==> config.mk <==
export PLATFORM = sky130hd
export DESIGN_NAME = page_align_top
export DESIGN_NICKNAME = d
export VERILOG_FILES = /design/src/hw/layer_sched_pkg.sv /design/src/hw/msg_pkg.sv /design/src/hw/page_align_top.sv /design/src/hw/page_align_lane.sv /design/src/hw/page_align_sched.sv
export VERILOG_INCLUDE_DIRS = /design/src /design/src/hw
export SDC_FILE = /design/constraint.sdc
export NUM_CORES = 1
export LEC_CHECK = 0
export BUFFER_PORTS_ARGS = -buffer_cell sky130_fd_sc_hd__buf_2
export CAP_MARGIN = 10
export CORE_MARGIN = 2
export CORE_UTILIZATION = 40
export CTS_BUF_LIST = sky130_fd_sc_hd__clkbuf_16
export DETAILED_ROUTE_END_ITERATION = 12
export SLEW_MARGIN = 10
export SYNTH_ARGS = -nofsm -noshare
export SYNTH_HDL_FRONTEND = slang
export SYNTH_SLANG_ARGS = --single-unit
==> constraint.sdc <==
create_clock -name sys_clk -period 1.93 [get_ports sys_clk]
set_input_delay 0.193 -clock sys_clk [delete_from_list [all_inputs] [get_ports sys_clk]]
set_output_delay 0.193 -clock sys_clk [all_outputs]
set_load 0.01 [all_outputs]
==> src/hw/page_align_macros.svh <==
`ifndef PAGE_ALIGN_MACROS_SVH
`define PAGE_ALIGN_MACROS_SVH

// ============================================================
// page alignment sizing
// ============================================================

// bits per quantized check-node message.
`define QUAN_SIZE 4

// message lanes in the bank.
`define LANE_NUM 16

// layers in the schedule, one status bit each.
`define LAYER_NUM 3

// longest lane delay in cycles.
`define ALIGN_DEPTH 2

`endif
==> src/hw/layer_sched_pkg.sv <==
`include "page_align_macros.svh"

package layer_sched_pkg;

	// ============================================================
	// layer schedule types
	// ============================================================

	typedef logic [`LAYER_NUM-1:0] layer_status_t; // one-hot, zero when idle.

	// delay applied by a lane this cycle
	typedef enum logic [1:0] {
		delay_none = 2'b00, // live input.
		delay_one  = 2'b01,
		delay_two  = 2'b10
	} delay_cmd_t;

	typedef enum logic [1:0] {
		group_fixed = 2'b00, // always two cycles.
		group_2_3   = 2'b01,
		group_3_2   = 2'b10,
		group_4_1   = 2'b11
	} lane_group_t;

	typedef delay_cmd_t [`LANE_NUM-1:0] lane_cmd_t; // lane 0 in the low bits.

	// ============================================================
	// lane to group table
	// ============================================================

	localparam lane_group_t lane_group_map [`LANE_NUM] = '{
		group_fixed, // lane 0.
		group_fixed,
		group_2_3,   // lanes 2 and 3.
		group_2_3,
		group_fixed,
		group_fixed,
		group_fixed,
		group_fixed,
		group_fixed,
		group_fixed,
		group_4_1,   // lanes 10 and 11.
		group_4_1,
		group_3_2,   // lanes 12 to 15.
		group_3_2,
		group_3_2,
		group_3_2
	};

endpackage

==> src/hw/msg_pkg.sv <==
`include "page_align_macros.svh"

package msg_pkg;

	// ============================================================
	// message types
	// ============================================================

	// one quantized check-node message.
	typedef logic [`QUAN_SIZE-1:0] msg_t;

	// whole bank, lane 0 in the low bits.
	typedef msg_t [`LANE_NUM-1:0] msg_bank_t;

endpackage

==> src/hw/page_align_top.sv <==
`timescale 1ns/1ps
`include "page_align_macros.svh"

module page_align_top
	import msg_pkg::*;
	import layer_sched_pkg::*;
(
	input  logic          sys_clk,
	input  logic          rst,
	input  layer_status_t layer_status,
	input  logic          first_row_chunk,
	input  msg_bank_t     msg_in,
	output msg_bank_t     msg_out
);

	lane_cmd_t lane_cmd; // one delay command per lane.

	// ============================================================
	// schedule decode
	// ============================================================

	page_align_sched i_page_align_sched (
		.sys_clk         (sys_clk),
		.rst             (rst),
		.layer_status    (layer_status),
		.first_row_chunk (first_row_chunk),
		.lane_cmd        (lane_cmd)
	);

	// ============================================================
	// lane bank
	// ============================================================

	// every lane is the same delay line, only its command differs.
	for (genvar n = 0; n < `LANE_NUM; n++) begin : g_lane
		page_align_lane i_page_align_lane (
			.sys_clk         (sys_clk),
			.rst             (rst),
			.cmd             (lane_cmd[n]),
			.align_target_in (msg_in[n]),
			.align_out       (msg_out[n])
		);
	end

endmodule

==> src/hw/page_align_lane.sv <==
`timescale 1ns/1ps
`include "page_align_macros.svh"

module page_align_lane
	import msg_pkg::*;
	import layer_sched_pkg::*;
(
	input  logic       sys_clk,
	input  logic       rst,
	input  delay_cmd_t cmd,
	input  msg_t       align_target_in,
	output msg_t       align_out
);

	// stage[0] holds last cycle's input, stage[1] the one before.
	msg_t stage [`ALIGN_DEPTH];

	// ============================================================
	// delay line
	// ============================================================

	always_ff @(posedge sys_clk) begin
		if (rst) begin
			for (int i = 0; i < `ALIGN_DEPTH; i++) begin
				stage[i] <= '0;
			end
		end else begin
			stage[0] <= align_target_in; // always shifts.
			for (int i = 1; i < `ALIGN_DEPTH; i++) begin
				stage[i] <= stage[i-1];
			end
		end
	end

	// ============================================================
	// output tap
	// ============================================================

	// tap may move every cycle, history keeps shifting underneath.
	always_comb begin
		case (cmd)
			delay_none: begin
				align_out = align_target_in; // same cycle pass-through.
			end
			delay_one: begin
				align_out = stage[0];
			end
			delay_two: begin
				align_out = stage[1];
			end
			default: begin
				align_out = stage[`ALIGN_DEPTH-1]; // deepest tap.
			end
		endcase
	end

	// decoder must never hand out the spare encoding.
	a_cmd_legal: assert property (
		@(posedge sys_clk) disable iff (rst)
			cmd inside {delay_none, delay_one, delay_two}
	) else $error("illegal delay command %b", cmd);

endmodule

==> src/hw/page_align_sched.sv <==
`timescale 1ns/1ps
`include "page_align_macros.svh"

module page_align_sched
	import layer_sched_pkg::*;
(
	input  logic          sys_clk,
	input  logic          rst,
	input  layer_status_t layer_status,
	input  logic          first_row_chunk,
	output lane_cmd_t     lane_cmd
);

	logic layer_0;
	logic layer_1;
	logic layer_2;

	delay_cmd_t cmd_2_3;
	delay_cmd_t cmd_3_2;
	delay_cmd_t cmd_4_1;

	assign layer_0 = layer_status[0];
	assign layer_1 = layer_status[1];
	assign layer_2 = layer_status[2];

	// ============================================================
	// per group delay decode
	// ============================================================

	// first row chunk of a layer needs the deeper tap
	always_comb begin
		if (layer_2 && first_row_chunk) begin
			cmd_2_3 = delay_two;
		end else if (layer_0 || layer_1) begin
			cmd_2_3 = delay_one;
		end else begin
			cmd_2_3 = delay_none;
		end

		if ((layer_0 || layer_1) && first_row_chunk) begin
			cmd_3_2 = delay_two;
		end else if (layer_2) begin
			cmd_3_2 = delay_one;
		end else begin
			cmd_3_2 = delay_none;
		end

		if (layer_1 && first_row_chunk) begin
			cmd_4_1 = delay_two;
		end else if (layer_0 || layer_2) begin
			cmd_4_1 = delay_one;
		end else begin
			cmd_4_1 = delay_none;
		end
	end

	// fan out by lane group.
	always_comb begin
		for (int n = 0; n < `LANE_NUM; n++) begin
			case (lane_group_map[n])
				group_2_3: lane_cmd[n] = cmd_2_3;
				group_3_2: lane_cmd[n] = cmd_3_2;
				group_4_1: lane_cmd[n] = cmd_4_1;
				default:   lane_cmd[n] = delay_two; // fixed lanes.
			endcase
		end
	end

	// only one layer may be in flight at a time.
	a_layer_onehot: assert property (
		@(posedge sys_clk) disable iff (rst) $onehot0(layer_status)
	) else $error("layer_status not one-hot: %b", layer_status);

endmodule

==> reports/metrics.csv <==
stage,metric,value,unit
status,status,"complete, no violations",
cts,Post CTS Setup Buffer Count,0,
sta,final-layout setup total negative slack,0,ns
global_route,overall routing resource usage,0.156,
cts,clock-pin slew of the registers on the worst-case setup and hold paths,0.05,ns
synth,post-synthesis async set-or-reset flop share,0,
sta,# setup viols final,0,
power,proportion of total power due to net switching,0.206,
power,power density over cell area,1060,mW/mm^2
layout,Layout Nets,633,
sta,setup ws final,0.147,ns
worst_setup_path,endpoint class of the critical path,output port,
routing,via count,3187,
routing,vias per cell,4.45,
sta,Slew Limit Fails,0,
routing,router iterations before antenna repair,4,
synth,area share of the largest cell type after synthesis,0.560,
global_route,wire length of the first global-routing pass,15000,um
layout,antenna diode count,0,
worst_setup_path,Worst setup startpoint,msg_in[14],
die,Total Die Area,0.0123,mm^2
sta,fin crit share,0.924,
synth,leading area contributor after synthesis,sky130_fd_sc_hd__dfxtp_1,
global_route,pin count of the biggest net entering global routing,58,
sta,transition time at the pin with the least slew margin,0.583,ns
sta,skew final,0.00517,ns
layout,Top Registers,g_lane.i_page_align_lane.stage x128,
placement,I/O Buffers,133,
placement,HPWL Detailed,5740,um
die,y dimension of the die,111,um
cts,insertion delay to the later sink of the worst-skew pair,0.41,ns
sta,final worst hold slack,0.0164,ns
sta,total count of hold-check failures in the final report,0,
cts,Inserted Clock Buffers,17,
hold_path,source of the worst hold timing path,msg_in[3],
die,number of top-level design ports,134,
worst_setup_path,Worst Path Max Fanout,2,
die,floorplan row count,39,
synth,number of register bits inferred by synthesis,128,
power,Clk network pwr share,0.481,
synth,synth warn,0,
placement,global placement routability congestion,0.728,
worst_setup_path,Crit path arrival time,1.59,ns
die,die width,111,um
flow_run,number of max-cap violations,0,
power,switching power of the nets,1.35,mW
layout,P&R area growth vs syn,35.7,%
sta,Slew Limit Headroom,0.611,
synth,Mapped Area,0.00458,mm^2
power,Sequential Power Share,0.427,
sta,crit path time final,1.78,ns
routing,post-DR wirelength/cell,12.7,um
power,P_int,5.21,mW
sta,RSZ-0062 raised after global routing,no,
layout,"Most flops, register",g_lane.i_page_align_lane.stage,
synth,cell with the most instances after synthesis,sky130_fd_sc_hd__dfxtp_1,
layout,Largest register FFs,128,
worst_setup_path,critical path data required time,1.74,ns
cts,clock tree from TritonCTS,yes,
cts,clock tree root driver cell,sky130_fd_sc_hd__clkbuf_16,
synth,ys flop type,sky130_fd_sc_hd__dfxtp_1,
power,Total Power,6.56,mW
worst_setup_path,Worst R2R Start,g_lane[12].i_page_align_lane.stage[0][0],
synth,Synth Area per Inst,11.1,um^2
power,VDD IR-drop max,0.532,mV
worst_setup_path,critical path startpoint category,input port,
cts,number of clock sinks,128,
synth,most numerous cell types in the synthesized netlist,"sky130_fd_sc_hd__dfxtp_1 (128), sky130_fd_sc_hd__nor2b_1 (121), sky130_fd_sc_hd__buf_4 (32)",
die,floorplan core area,0.0113,mm^2
routing,number of nets with antenna violations after routing,0,
synth,largest cells by area after synthesis,"sky130_fd_sc_hd__dfxtp_1 (56%), sky130_fd_sc_hd__nor2b_1 (17%), sky130_fd_sc_hd__mux2_2 (7.6%)",
global_route,initial antenna violation count,0,
power,Leakage,2.81,nW
routing,violation count after the first detailed-routing iteration,122,
hold_path,class of the worst hold path,in -> reg,
synth,unique cell type count in the Yosys netlist,17,
cts,H-tree Lvls,4,
synth,Mapped Cells,413,
die,initial core utilization,0.406,
global_route,number of global-route vias before repair,3232,
global_route,grt ovf,0,
power,Combinational Power Share,0.092,
synth,register area share after synthesis,0.560,
placement,Post-Place Setup Slack,0.239,ns
worst_setup_path,worst setup path class,in -> out,
routing,final routed DRC violation total,0,
cts,maximum count of clock buffers along a single path,2,
sta,maximum achievable frequency,561,MHz
layout,fraction of layout instances using a drive strength above 1,0.342,
synth,nets in the synthesized netlist,483,
routing,DRT Wirelength,9100,um
synth,count of flip-flops with a built-in enable after synthesis,0,
## critical path: stages
cell	delay (ns)
sky130_fd_sc_hd__dlygate4sd3_1	0.53
sky130_fd_sc_hd__buf_2	0.10
sky130_fd_sc_hd__or3b_2	0.43
sky130_fd_sc_hd__a31oi_1	0.18
sky130_fd_sc_hd__buf_2	0.16
## cell type report
| type | instances | area (um^2) |
|---|---|---|
| Clock buffer | 17 | 425 |
| Clock inverter | 12 | 151 |
| Fill cell | 1010 | 5060 |
| Multi-Input combinational cell | 227 | 1650 |
| Sequential cell | 128 | 2560 |
| Tap cell | 143 | 179 |
| Timing Repair Buffer | 189 | 1240 |
## through the flow
stage | cell area, um^2 | std cells | utilization
floorplan | 4580 | 413 | -
global placement | 5130 | 637 | 0.455
detailed placement | 5130 | 637 | 0.455
CTS | 6210 | 716 | 0.551
global route | 6210 | 716 | 0.551
finish | 6210 | 716 | 0.551
## path summary, 6_finish.rpt
path / end / slack [ns] / depth (start not counted)
worst max-delay path: msg_out[14] / 0.15 / 5
worst max register to register: g_lane[12].i_page_align_lane.stage[0][4] / 1.37 / 1
worst min-delay path: g_lane[0].i_page_align_lane.stage[0][3] / 0.02 / 2
worst min register to register: g_lane[5].i_page_align_lane.stage[0][6] / 0.43 / 1
## timing repair
item / in CTS / in global routing
endpoints found under the hold margin: 50 / 0
gates resized for setup: 0 / 0
hold buffers: 50 / 0
## per-layer routing
metal  global-route usage  vias up  share of wire
met2                0.259       78           0.49
met1                0.174     1476           0.44
met5                    0        -              0
met3               0.0552       12          0.049
met4               0.0900        0          0.020
li1                     -     1621              -
## logic make-up (layout without fill, tap and decap cells)
kind of cell	after synthesis	after routing	share of synthesized area
muxes	32	32	0.0796
DFF	128	128	0.560
and+or+nand+nor	162	162	0.240
buffers and inverters	58	218	0.0793
AOI/OAI and AO/OA	33	33	0.0413
## layout by cell type, fill, tap and decap left out, types with 6 or more instances in the layout
cell and count:
sky130_fd_sc_hd__buf_2 132, sky130_fd_sc_hd__dfxtp_1 128, sky130_fd_sc_hd__nor2b_1 121, sky130_fd_sc_hd__dlygate4sd3_1 50, sky130_fd_sc_hd__mux2_2 31, sky130_fd_sc_hd__clkbuf_16 17, sky130_fd_sc_hd__o21ai_0 16, sky130_fd_sc_hd__and3b_1 16
sky130_fd_sc_hd__a31oi_1 16, sky130_fd_sc_hd__or3b_1 14, sky130_fd_sc_hd__and2b_1 7, sky130_fd_sc_hd__clkinv_1 6
## power by group through the flow
stage | registers [mW] | logic, mW | clock network [mW]
after floorplan | 2.85 | 0.357 | 0
after global placement | 2.85 | 0.522 | 0
after detailed placement | 2.86 | 0.532 | 0
after CTS | 2.80 | 0.613 | 3.24
after global routing | 2.81 | 0.663 | 3.36
final | 2.80 | 0.604 | 3.15
Note: power is estimated with default switching activity, not from simulation.
